===== config.mk =====
export PLATFORM = sky130hd
export DESIGN_NAME = riscvCore
export DESIGN_NICKNAME = d
export VERILOG_FILES = /design/src/riscvPkg.sv /design/src/alu.sv /design/src/regFile.sv /design/src/hazardUnit.sv /design/src/controlUnit.sv /design/src/riscvDatapath.sv /design/src/riscvCore.sv
export SDC_FILE = /design/constraint.sdc
export NUM_CORES = 2
export LEC_CHECK = 0
export ABC_AREA = 1
export BUFFER_PORTS_ARGS = -buffer_cell sky130_fd_sc_hd__buf_2
export CAP_MARGIN = 20
export CORE_ASPECT_RATIO = 0.7
export CORE_MARGIN = 5
export CORE_UTILIZATION = 35
export DETAILED_ROUTE_END_ITERATION = 8
export GPL_TIMING_DRIVEN = 1
export PLACE_DENSITY = 0.48
export SYNTH_ARGS = -nofsm -noshare
export SYNTH_HDL_FRONTEND = slang
export SYNTH_HIERARCHICAL = 1
export SYNTH_SLANG_ARGS = --single-unit

===== constraint.sdc =====
create_clock -name clk -period 4.8 [get_ports clk]
set_input_delay 0.72 -clock clk [delete_from_list [all_inputs] [get_ports clk]]
set_output_delay 0.72 -clock clk [all_outputs]
set_load 0.05 [all_outputs]

===== src/riscvPkg.sv =====
package riscvPkg;

    typedef enum logic [6:0] {
        OP     = 7'b0110011,
        OP_IMM = 7'b0010011,
        LOAD   = 7'b0000011,
        STORE  = 7'b0100011,
        BRANCH = 7'b1100011,
        JAL    = 7'b1101111,
        JALR   = 7'b1100111,
        LUI    = 7'b0110111
    } opcode_e;

    typedef enum logic [2:0] {ALU_ADD, ALU_SUB, ALU_AND, ALU_OR, ALU_SLT} aluOp_e;
    typedef enum logic [2:0] {IMM_I, IMM_S, IMM_B, IMM_J, IMM_U} immSel_e;
    typedef enum logic [1:0] {RES_ALU, RES_MEM, RES_PC4, RES_IMM} resultSel_e;
    // zero encodings double as the bubble values
    typedef enum logic [2:0] {BR_NONE, BR_EQ, BR_NE, BR_LT} branchSel_e;
    typedef enum logic [1:0] {JMP_NONE, JMP_JAL, JMP_JALR} jumpSel_e;
    typedef enum logic [1:0] {FWD_REG, FWD_WB, FWD_ALUM, FWD_IMMM} fwdSel_e;

    typedef union packed {
        struct packed {
            logic [6:0] funct7;
            logic [4:0] rs2;
            logic [4:0] rs1;
            logic [2:0] funct3;
            logic [4:0] rd;
            logic [6:0] opcode;
        } rView;
        struct packed {
            logic [11:0] imm12;
            logic [4:0]  rs1;
            logic [2:0]  funct3;
            logic [4:0]  rd;
            logic [6:0]  opcode;
        } iView;
        // b-type shares this layout
        struct packed {
            logic [6:0] immHi;
            logic [4:0] rs2;
            logic [4:0] rs1;
            logic [2:0] funct3;
            logic [4:0] immLo;
            logic [6:0] opcode;
        } sView;
        // j-type shares this layout
        struct packed {
            logic [19:0] imm20;
            logic [4:0]  rd;
            logic [6:0]  opcode;
        } uView;
    } instrWord_u;

    typedef struct packed {
        logic       regWrite;
        logic       memWrite;
        logic       aluSrc;
        aluOp_e     aluOp;
        immSel_e    immSel;
        resultSel_e resultSel;
        branchSel_e branch;
        jumpSel_e   jump;
    } ctrlSig_s;

    typedef struct packed {
        logic [31:0] pc;
        logic [31:0] pcPlus4;
        instrWord_u  instr;
    } ifId_s;

    typedef struct packed {
        logic        regWrite;
        logic        memWrite;
        logic        aluSrc;
        aluOp_e      aluOp;
        resultSel_e  resultSel;
        branchSel_e  branch;
        jumpSel_e    jump;
        logic [31:0] pc;
        logic [31:0] pcPlus4;
        logic [31:0] rd1;
        logic [31:0] rd2;
        logic [31:0] extImm;
        logic [4:0]  rs1;
        logic [4:0]  rs2;
        logic [4:0]  rd;
    } idEx_s;

    typedef struct packed {
        logic        regWrite;
        logic        memWrite;
        resultSel_e  resultSel;
        logic [31:0] aluResult;
        logic [31:0] writeData;
        logic [31:0] pcPlus4;
        logic [31:0] extImm;
        logic [4:0]  rd;
    } exMem_s;

    typedef struct packed {
        logic        regWrite;
        resultSel_e  resultSel;
        logic [31:0] aluResult;
        logic [31:0] readData;
        logic [31:0] pcPlus4;
        logic [31:0] extImm;
        logic [4:0]  rd;
    } memWb_s;

endpackage


===== src/alu.sv =====
`timescale 1ns/100ps

module alu (
    input  riscvPkg::aluOp_e aluOp,
    input  logic [31:0]      a,
    input  logic [31:0]      b,
    output logic [31:0]      result,
    output logic             zero,
    output logic             neg
);
    import riscvPkg::*;

    // signed compare, shared by slt and blt
    assign neg = $signed(a) < $signed(b);

    always_comb begin
        case (aluOp)
            ALU_SUB: result = a - b;
            ALU_AND: result = a & b;
            ALU_OR:  result = a | b;
            ALU_SLT: result = {31'd0, neg};
            default: result = a + b;
        endcase
    end

    assign zero = (result == 32'd0);

endmodule


===== src/regFile.sv =====
`timescale 1ns/100ps

module regFile (
    input  logic        clk,
    input  logic        we,
    input  logic [4:0]  ra1,
    input  logic [4:0]  ra2,
    input  logic [4:0]  wa,
    input  logic [31:0] wd,
    output logic [31:0] rd1,
    output logic [31:0] rd2
);

    logic [31:0] regs [32];

    // falling edge so decode sees writeback in the same cycle
    always_ff @(negedge clk) begin
        if (we && wa != 5'd0)
            regs[wa] <= wd;
    end

    // x0 reads zero
    assign rd1 = (ra1 == 5'd0) ? 32'd0 : regs[ra1];
    assign rd2 = (ra2 == 5'd0) ? 32'd0 : regs[ra2];

endmodule


===== src/hazardUnit.sv =====
`timescale 1ns/100ps

module hazardUnit (
    input  logic              [4:0] rs1D,
    input  logic              [4:0] rs2D,
    input  logic              [4:0] rs1E,
    input  logic              [4:0] rs2E,
    input  logic              [4:0] rdE,
    input  logic              [4:0] rdM,
    input  logic              [4:0] rdW,
    input  logic                    regWriteM,
    input  logic                    regWriteW,
    input  logic                    loadE,
    input  logic                    immSelM,
    input  logic                    pcSrcE,
    output logic                    stallF,
    output logic                    stallD,
    output logic                    flushD,
    output logic                    flushE,
    output riscvPkg::fwdSel_e       forwardAE,
    output riscvPkg::fwdSel_e       forwardBE
);
    import riscvPkg::*;

    logic loadStall;

    // memory stage wins over writeback, lui forwards its immediate
    function automatic fwdSel_e pickFwd(input logic [4:0] rsE);
        if (rsE != 5'd0 && regWriteM && rsE == rdM)
            return immSelM ? FWD_IMMM : FWD_ALUM;
        else if (rsE != 5'd0 && regWriteW && rsE == rdW)
            return FWD_WB;
        else
            return FWD_REG;
    endfunction

    always_comb begin
        forwardAE = pickFwd(rs1E);
        forwardBE = pickFwd(rs2E);
    end

    // load result not ready until writeback
    assign loadStall = loadE && rdE != 5'd0 && (rdE == rs1D || rdE == rs2D);

    assign stallF = loadStall;
    assign stallD = loadStall;
    assign flushD = pcSrcE;
    assign flushE = loadStall || pcSrcE;

endmodule


===== src/controlUnit.sv =====
`timescale 1ns/100ps

module controlUnit (
    input  riscvPkg::opcode_e  op,
    input  logic [2:0]         func3,
    input  logic               func7,
    output riscvPkg::ctrlSig_s ctrl
);
    import riscvPkg::*;

    aluOp_e     aluDec;
    branchSel_e brDec;

    // alu decoder, only add/sub differ by func7
    always_comb begin
        case (func3)
            3'b000:  aluDec = (op == OP && func7) ? ALU_SUB : ALU_ADD;
            3'b010:  aluDec = ALU_SLT;
            3'b110:  aluDec = ALU_OR;
            3'b111:  aluDec = ALU_AND;
            default: aluDec = ALU_ADD;
        endcase
    end

    always_comb begin
        case (func3)
            3'b000:  brDec = BR_EQ;
            3'b001:  brDec = BR_NE;
            3'b100:  brDec = BR_LT;
            default: brDec = BR_NONE;
        endcase
    end

    // main decoder
    always_comb begin
        ctrl = '0;
        case (op)
            OP: begin
                ctrl.regWrite = 1'b1;
                ctrl.aluOp    = aluDec;
            end
            OP_IMM: begin
                ctrl.regWrite = 1'b1;
                ctrl.aluSrc   = 1'b1;
                ctrl.aluOp    = aluDec;
            end
            LOAD: begin
                ctrl.regWrite  = 1'b1;
                ctrl.aluSrc    = 1'b1;
                ctrl.resultSel = RES_MEM;
            end
            STORE: begin
                ctrl.memWrite = 1'b1;
                ctrl.aluSrc   = 1'b1;
                ctrl.immSel   = IMM_S;
            end
            BRANCH: begin
                // compare by subtraction
                ctrl.aluOp  = ALU_SUB;
                ctrl.immSel = IMM_B;
                ctrl.branch = brDec;
            end
            JAL: begin
                ctrl.regWrite  = 1'b1;
                ctrl.immSel    = IMM_J;
                ctrl.resultSel = RES_PC4;
                ctrl.jump      = JMP_JAL;
            end
            JALR: begin
                ctrl.regWrite  = 1'b1;
                ctrl.aluSrc    = 1'b1;
                ctrl.resultSel = RES_PC4;
                ctrl.jump      = JMP_JALR;
            end
            LUI: begin
                ctrl.regWrite  = 1'b1;
                ctrl.immSel    = IMM_U;
                ctrl.resultSel = RES_IMM;
            end
            default: ctrl = '0;
        endcase
    end

endmodule


===== src/riscvDatapath.sv =====
`timescale 1ns/100ps

module riscvDatapath #(
    parameter logic [31:0] resetPc = 32'h0
) (
    input  logic               clk,
    input  logic               rst,
    input  riscvPkg::ctrlSig_s ctrlD,
    output riscvPkg::opcode_e  op,
    output logic [2:0]         func3,
    output logic               func7,
    output logic [31:0]        imemAddr,
    input  logic [31:0]        imemData,
    output logic [31:0]        dmemAddr,
    output logic [31:0]        dmemWdata,
    output logic               dmemWe,
    input  logic [31:0]        dmemRdata
);
    import riscvPkg::*;

    ifId_s      ifId;
    idEx_s      idEx;
    exMem_s     exMem;
    memWb_s     memWb;
    instrWord_u instrD;

    logic [31:0] pcF, pcPlus4F, pcTargetE, rd1D, rd2D, extImmD, resultW;
    logic [31:0] srcAE, srcBE, writeDataE, aluResultE;
    logic [4:0]  rs1D, rs2D, rdD;
    logic        stallF, stallD, flushD, flushE, zeroE, negE, takenE, pcSrcE;
    fwdSel_e     forwardAE, forwardBE;

    function automatic logic [31:0] fwdMux(input fwdSel_e sel, input logic [31:0] regVal,
                                           input logic [31:0] wbVal, input logic [31:0] aluM,
                                           input logic [31:0] immM);
        case (sel)
            FWD_WB:   return wbVal;
            FWD_ALUM: return aluM;
            FWD_IMMM: return immM;
            default:  return regVal;
        endcase
    endfunction

    // fetch
    assign pcPlus4F = pcF + 32'd4;
    assign imemAddr = pcF;

    always_ff @(posedge clk) begin
        if (rst)
            pcF <= resetPc;
        else if (!stallF)
            pcF <= pcSrcE ? pcTargetE : pcPlus4F;
    end

    always_ff @(posedge clk) begin
        if (rst || flushD)
            ifId <= '0;
        else if (!stallD)
            ifId <= '{pc: pcF, pcPlus4: pcPlus4F, instr: imemData};
    end

    // decode
    assign instrD = ifId.instr;
    assign op     = opcode_e'(instrD.rView.opcode);
    assign func3  = instrD.rView.funct3;
    assign func7  = instrD.rView.funct7[5];
    assign rs1D   = instrD.rView.rs1;
    assign rs2D   = instrD.rView.rs2;
    assign rdD    = instrD.rView.rd;

    always_comb begin
        case (ctrlD.immSel)
            IMM_S: extImmD = {{20{instrD.sView.immHi[6]}}, instrD.sView.immHi,
                              instrD.sView.immLo};
            IMM_B: extImmD = {{20{instrD.sView.immHi[6]}}, instrD.sView.immLo[0],
                              instrD.sView.immHi[5:0], instrD.sView.immLo[4:1], 1'b0};
            IMM_J: extImmD = {{12{instrD.uView.imm20[19]}}, instrD.uView.imm20[7:0],
                              instrD.uView.imm20[8], instrD.uView.imm20[18:9], 1'b0};
            IMM_U: extImmD = {instrD.uView.imm20, 12'b0};
            default: extImmD = {{20{instrD.iView.imm12[11]}}, instrD.iView.imm12};
        endcase
    end

    regFile i_regFile (
        .clk(clk), .we(memWb.regWrite), .ra1(rs1D), .ra2(rs2D),
        .wa(memWb.rd), .wd(resultW), .rd1(rd1D), .rd2(rd2D)
    );

    always_ff @(posedge clk) begin
        if (rst || flushE)
            idEx <= '0;
        else
            idEx <= '{regWrite: ctrlD.regWrite, memWrite: ctrlD.memWrite,
                      aluSrc: ctrlD.aluSrc, aluOp: ctrlD.aluOp,
                      resultSel: ctrlD.resultSel, branch: ctrlD.branch,
                      jump: ctrlD.jump, pc: ifId.pc, pcPlus4: ifId.pcPlus4,
                      rd1: rd1D, rd2: rd2D, extImm: extImmD,
                      rs1: rs1D, rs2: rs2D, rd: rdD};
    end

    // execute
    assign srcAE      = fwdMux(forwardAE, idEx.rd1, resultW, exMem.aluResult, exMem.extImm);
    assign writeDataE = fwdMux(forwardBE, idEx.rd2, resultW, exMem.aluResult, exMem.extImm);
    assign srcBE      = idEx.aluSrc ? idEx.extImm : writeDataE;

    alu i_alu (
        .aluOp(idEx.aluOp), .a(srcAE), .b(srcBE),
        .result(aluResultE), .zero(zeroE), .neg(negE)
    );

    assign pcTargetE = (idEx.jump == JMP_JALR) ? {aluResultE[31:1], 1'b0}
                                               : idEx.pc + idEx.extImm;

    always_comb begin
        case (idEx.branch)
            BR_EQ:   takenE = zeroE;
            BR_NE:   takenE = !zeroE;
            BR_LT:   takenE = negE;
            default: takenE = 1'b0;
        endcase
    end
    assign pcSrcE = takenE || (idEx.jump != JMP_NONE);

    always_ff @(posedge clk) begin
        if (rst)
            exMem <= '0;
        else
            exMem <= '{regWrite: idEx.regWrite, memWrite: idEx.memWrite,
                       resultSel: idEx.resultSel, aluResult: aluResultE,
                       writeData: writeDataE, pcPlus4: idEx.pcPlus4,
                       extImm: idEx.extImm, rd: idEx.rd};
    end

    // memory
    assign dmemAddr  = exMem.aluResult;
    assign dmemWdata = exMem.writeData;
    assign dmemWe    = exMem.memWrite;

    always_ff @(posedge clk) begin
        if (rst)
            memWb <= '0;
        else
            memWb <= '{regWrite: exMem.regWrite, resultSel: exMem.resultSel,
                       aluResult: exMem.aluResult, readData: dmemRdata,
                       pcPlus4: exMem.pcPlus4, extImm: exMem.extImm, rd: exMem.rd};
    end

    // writeback
    always_comb begin
        case (memWb.resultSel)
            RES_MEM: resultW = memWb.readData;
            RES_PC4: resultW = memWb.pcPlus4;
            RES_IMM: resultW = memWb.extImm;
            default: resultW = memWb.aluResult;
        endcase
    end

    hazardUnit i_hazardUnit (
        .rs1D(rs1D), .rs2D(rs2D), .rs1E(idEx.rs1), .rs2E(idEx.rs2),
        .rdE(idEx.rd), .rdM(exMem.rd), .rdW(memWb.rd),
        .regWriteM(exMem.regWrite), .regWriteW(memWb.regWrite),
        .loadE(idEx.resultSel == RES_MEM), .immSelM(exMem.resultSel == RES_IMM),
        .pcSrcE(pcSrcE), .stallF(stallF), .stallD(stallD),
        .flushD(flushD), .flushE(flushE),
        .forwardAE(forwardAE), .forwardBE(forwardBE)
    );

endmodule


===== src/riscvCore.sv =====
`timescale 1ns/100ps

module riscvCore #(
    parameter logic [31:0] resetPc = 32'h0
) (
    input  logic        clk,
    input  logic        rst,
    output logic [31:0] imemAddr,
    input  logic [31:0] imemData,
    output logic [31:0] dmemAddr,
    output logic [31:0] dmemWdata,
    output logic        dmemWe,
    input  logic [31:0] dmemRdata
);
    import riscvPkg::*;

    ctrlSig_s   ctrlD;
    opcode_e    op;
    logic [2:0] func3;
    logic       func7;

    controlUnit i_controlUnit (
        .op(op),
        .func3(func3),
        .func7(func7),
        .ctrl(ctrlD)
    );

    riscvDatapath #(
        .resetPc(resetPc)
    ) i_riscvDatapath (
        .clk(clk),
        .rst(rst),
        .ctrlD(ctrlD),
        .op(op),
        .func3(func3),
        .func7(func7),
        .imemAddr(imemAddr),
        .imemData(imemData),
        .dmemAddr(dmemAddr),
        .dmemWdata(dmemWdata),
        .dmemWe(dmemWe),
        .dmemRdata(dmemRdata)
    );

endmodule


* After elaboration in Yosys (flattened, before gate mapping) *
Memory sizes are Yosys's and may differ from the RTL's. A register that Yosys moved wholly into a read port is not among the register bits.
Index checks and enable logic that the tools add are counted.

operators by class
  $add $sub $neg = 4
  order comparisons = 1
  eq/ne operators = 42
  muxes and demuxes = 26
  bitwise gates (word level) = 3
  reductions and logical operators = 34

operators with widths
  operator               number
  $pmux 32 s3            3
  $pmux 32 s4            1
  $pmux 31 s4            1
  $mux 32                3
  $add 32x32->32         2
  $add 32x3->32 const B  1
  $and 32x32->32         1
  $logic_not 32->1       1
  $lt 32x32->1           1
  $or 32x32->32          1
  $sub 32x32->32         1
  $eq 5x5->1             6
  $pmux 3 s4             2
  $eq 3x2->1 const B     7
  $eq 7x6->1 const B     3
  $eq 7x7->1 const B     3
  $reduce_bool 5->1      4
  $eq 2x2->1 const B     8
  $eq 3x3->1 const B     5
  $eq 3x1->1 const B     4
  $logic_and 1x1->1      12
  $pmux 2 s3             2
  $logic_not 5->1        2
  $reduce_or 2->1        5
  15 further kinds       31

word-level totals
  flip-flop bits (word level) = 525
  RAM bits = 1024
  input bits = 66
  logic and storage cells = 143
  memories = 1

memory list
  name                            words  bits a word  read ports  clocked after Yosys merged registers in  write ports  line           source
  i_riscvDatapath.i_regFile.regs  32     32           2           2                                        1            regFile.sv:14  logic [31:0] regs [32];

* Logic depth before layout (Yosys ltp) *
  word-level depth = 17
  depth in mapped cells = 48
  gate-level depth less buffers = 44

* By module *
Netlist, hierarchy kept.

modules (own cells, without submodules)
  module         instances  cells an instance  area an instance (µm²)  seq. area each (µm²)
  regFile        1          5992               52311.4                 30749.5
  riscvDatapath  1          3276               23912.9                 11711.2
  alu            1          1322               6533.8                  0.0
  hazardUnit     1          162                683.2                   0.0
  controlUnit    1          53                 286.5                   0.0

==> out/qor.yml <==
status: "complete, but fails checks"
violations: "negative setup slack"
fp.dieH_um: 419
vias_per_cell: 5.31
min_path_cells: 3
worstMarginPinSlew_ps: 1180
synth_area_leaders: "edfxtp_1 (37%), dfxtp_1 (14%), nand2_1 (14%), nand3_1 (7.1%), nor2_1 (6.9%)"
synth_mux_area_frac: 0
place.gp.congestion: 0.978
io_buffers: 162
worst_setup_path_start_kind: "flop"
synth_top_cell_area_share: 0.367
dpl_worst_slack_ps: -2390
clock-sinks: 1609
synth.distinct_cells: 57
critPathSlowestCell: "dfxtp_2"
antenna_found_initial: 20
cts_buffers: 182
reg2reg_depth: 47
htreeDepth: 4
min_period_ps: 6020
finalCritPeriodShare: 1.25
synth_xor_area_frac: 0.00439
fin_ws_ps: -1220
num_rows: 150
combPwrFrac: 0.176
fin_skew_ps: 88.3
final_common_cell: "nand2_1"
cts_hold_buf: 0
first_pass_iters: 6
rsz0062_at_grt: "yes"
grt.overflow.total: 0
hpwl_um: 262000
synth-edff-count: 1024
layout_common_cells: "nand2_1 (2,980), inv_1 (2,020), nor2_1 (1,378)"
crit_path_end_kind: "flop"
drv_slew: 0
place_area_um2: 94500
maxSlewHeadroom: 0.211
max_freq_mhz: 166
clk_path_buf_depth: 4
setup_viol: 376
ys_seq_area_frac: 0.507
cap_violations: 0
p_int_w: 0.0277
cts_tree: "yes"
holdWs_ps: 93.6
insertion_delay_ps: 880
synth-simple-area-share: 0.294
slowest_delay_ps: 340
syn_inst: 10800
synth_top_area_cell: "edfxtp_1"
synth-seq-cells: 1609
initial_utilization: 0.351
synth_compound_area_frac: 0.0787
clkTransAtPathRegs_ps: 70
fillers: 24000
p_sw_w: 0.0132
drtIter0Drc: 11900
grt_max_degree: 119
synthFlopType: "edfxtp_1"
synth_fa_ha_area_frac: 0.0198
antenna_left: 0
p_clk_frac: 0.451
drc: 0
vias: 84700
swShare: 0.323
leakagePower_nw: 50.1
fp.dieW_um: 595
grt_pass1_wl_um: 557000
fin_tns_setup_ps: -337430
wl_per_cell_um: 24.7
worstPathRequired_ps: 5600
root_buffer: "clkbuf_16"
grt_usage: 0.305
synth_area_um2: 83700
worst_ep_arrival_time_ps: 6820
synth_top_family_by_area: "simple AND/OR/NAND/NOR gates"
hold_viol: 0
die-area_um2: 249000
io_pins: 163
powerDensity_nw_per_um2: 377
p_seq_frac: 0.374
num-nets-final: 12800
grt_pass1_vias: 80700
hp-class: "input port to flop"
peakVddDrop_v: 0.000268
ys_warn_count: 6
wirelength_um: 394000
drive_gt1_frac: 0.181
syn2layout_area_growth_pct: 29.6
cp_max_fo: 17
async_reset_ff_frac: 0
crit_type: "flop to flop"
design_area_um2: 109000
syn_area_per_cell_um2: 7.75
core_area_um2: 238000
-- final timing paths --
| path | end | start | slack (ps) |
|---|---|---|---|
| worst max-delay path | i_riscvDatapath/idEx[16] | i_riscvDatapath/idEx[9] | -1220 |
| worst max register to register | i_riscvDatapath/idEx[16] | i_riscvDatapath/idEx[9] | -1220 |
| worst min register to register | i_riscvDatapath/memWb[66] | i_riscvDatapath/exMem[66] | 400 |
| worst min-delay path | i_riscvDatapath/memWb[85] | dmemRdata[16] | 90 |
-- power groups by stage --
stage	clock network, W	logic [W]	registers (W)
floorplan	0.00126	0.00319	0.0154
global placement	0.00126	0.00631	0.0155
detailed placement	0.00126	0.00629	0.0155
CTS	0.0188	0.00669	0.0153
global route	0.0201	0.00759	0.0153
finish	0.0184	0.00718	0.0153
-- registers in the layout, summed over array words and instances (netlist names) --
register,cells
i_riscvDatapath/i_regFile/regs,1024
i_riscvDatapath/idEx,186
i_riscvDatapath/memWb,136
i_riscvDatapath/exMem,72
i_riscvDatapath/ifId,62
i_riscvDatapath/dmemAddr,32
i_riscvDatapath/dmemWdata,32
i_riscvDatapath/imemAddr,32
i_riscvDatapath/instrD,32
i_riscvDatapath/dmemWe,1
-- worst max-delay path, delay by kind of cell (launching register included) --
family | cells | cell delay, ps
buffers and inverters | 18 | 2170
AO/OA/AOI/OAI | 7 | 940
AND/OR/NAND/NOR | 21 | 2170
flip-flops | 1 | 340
adder cells (fa/ha/maj) | 1 | 290
-- final cells by class --
cell class                      instances  area (µm²)  share of cell area
Multi-Input combinational cell       7451       36500               0.337
Inverter                             1083        4140              0.0381
Tap cell                             3192        3990              0.0368
Antenna cell                            5        12.5            0.000115
Timing Repair inverter                  1        11.3            0.000104
Sequential cell                      1609       42500               0.392
Timing Repair Buffer                 1260       11200               0.103
Clock inverter                       1133        5160              0.0476
Clock buffer                          212        4940              0.0455
-- cell families (layout without fill, tap and decap cells) --
family / count (synthesis) / count (layout)
AND/OR/NAND/NOR: 6028 / 6028
buffers and inverters: 1776 / 3689
flip-flops: 1609 / 1609
AO/OA/AOI/OAI: 1217 / 1217
adder cells (fa/ha/maj): 131 / 131
XOR/XNOR: 42 / 42
other: 2 / 38
-- stage by stage --
step	util	cells	total power (W)
floorplan	-	10800	0.0198
detailed placement	0.397	14500	0.0230
global placement	0.397	14500	0.0231
global route	0.455	15900	0.0430
CTS	0.448	15900	0.0408
finish	0.455	15900	0.0409
-- timing repair --
| action | 4_1_cts | 5_1_grt |
|---|---|---|
| setup buffers | 53 | 28 |
| cloned | 5 | 1 |
| resized for setup | 443 | 415 |
| setup endpoints to repair | 435 | 390 |
| pin swaps | 86 | 132 |
-- routing by layer --
layer	part of all wire	track usage
met5	0.000066	0
met3	0.12	0.0794
met1	0.47	0.475
met2	0.38	0.397
met4	0.030	0.104
-- synth_stat cells (41+ instances only) --
cell and number:
nand2_1 3120, nor2_1 1542, nand3_1 1194, inv_1 1055, edfxtp_1 1024, dfxtp_1 585
o21ai_0 511, a21oi_1 398, buf_2 226, clkbuf_1 207, buf_4 149, ha_1 128
o21ai_1 95, buf_6 60, o22ai_1 55, nand4_1 52, buf_1 45, a31oi_1 41
Note: power is estimated with default switching activity, not from simulation.
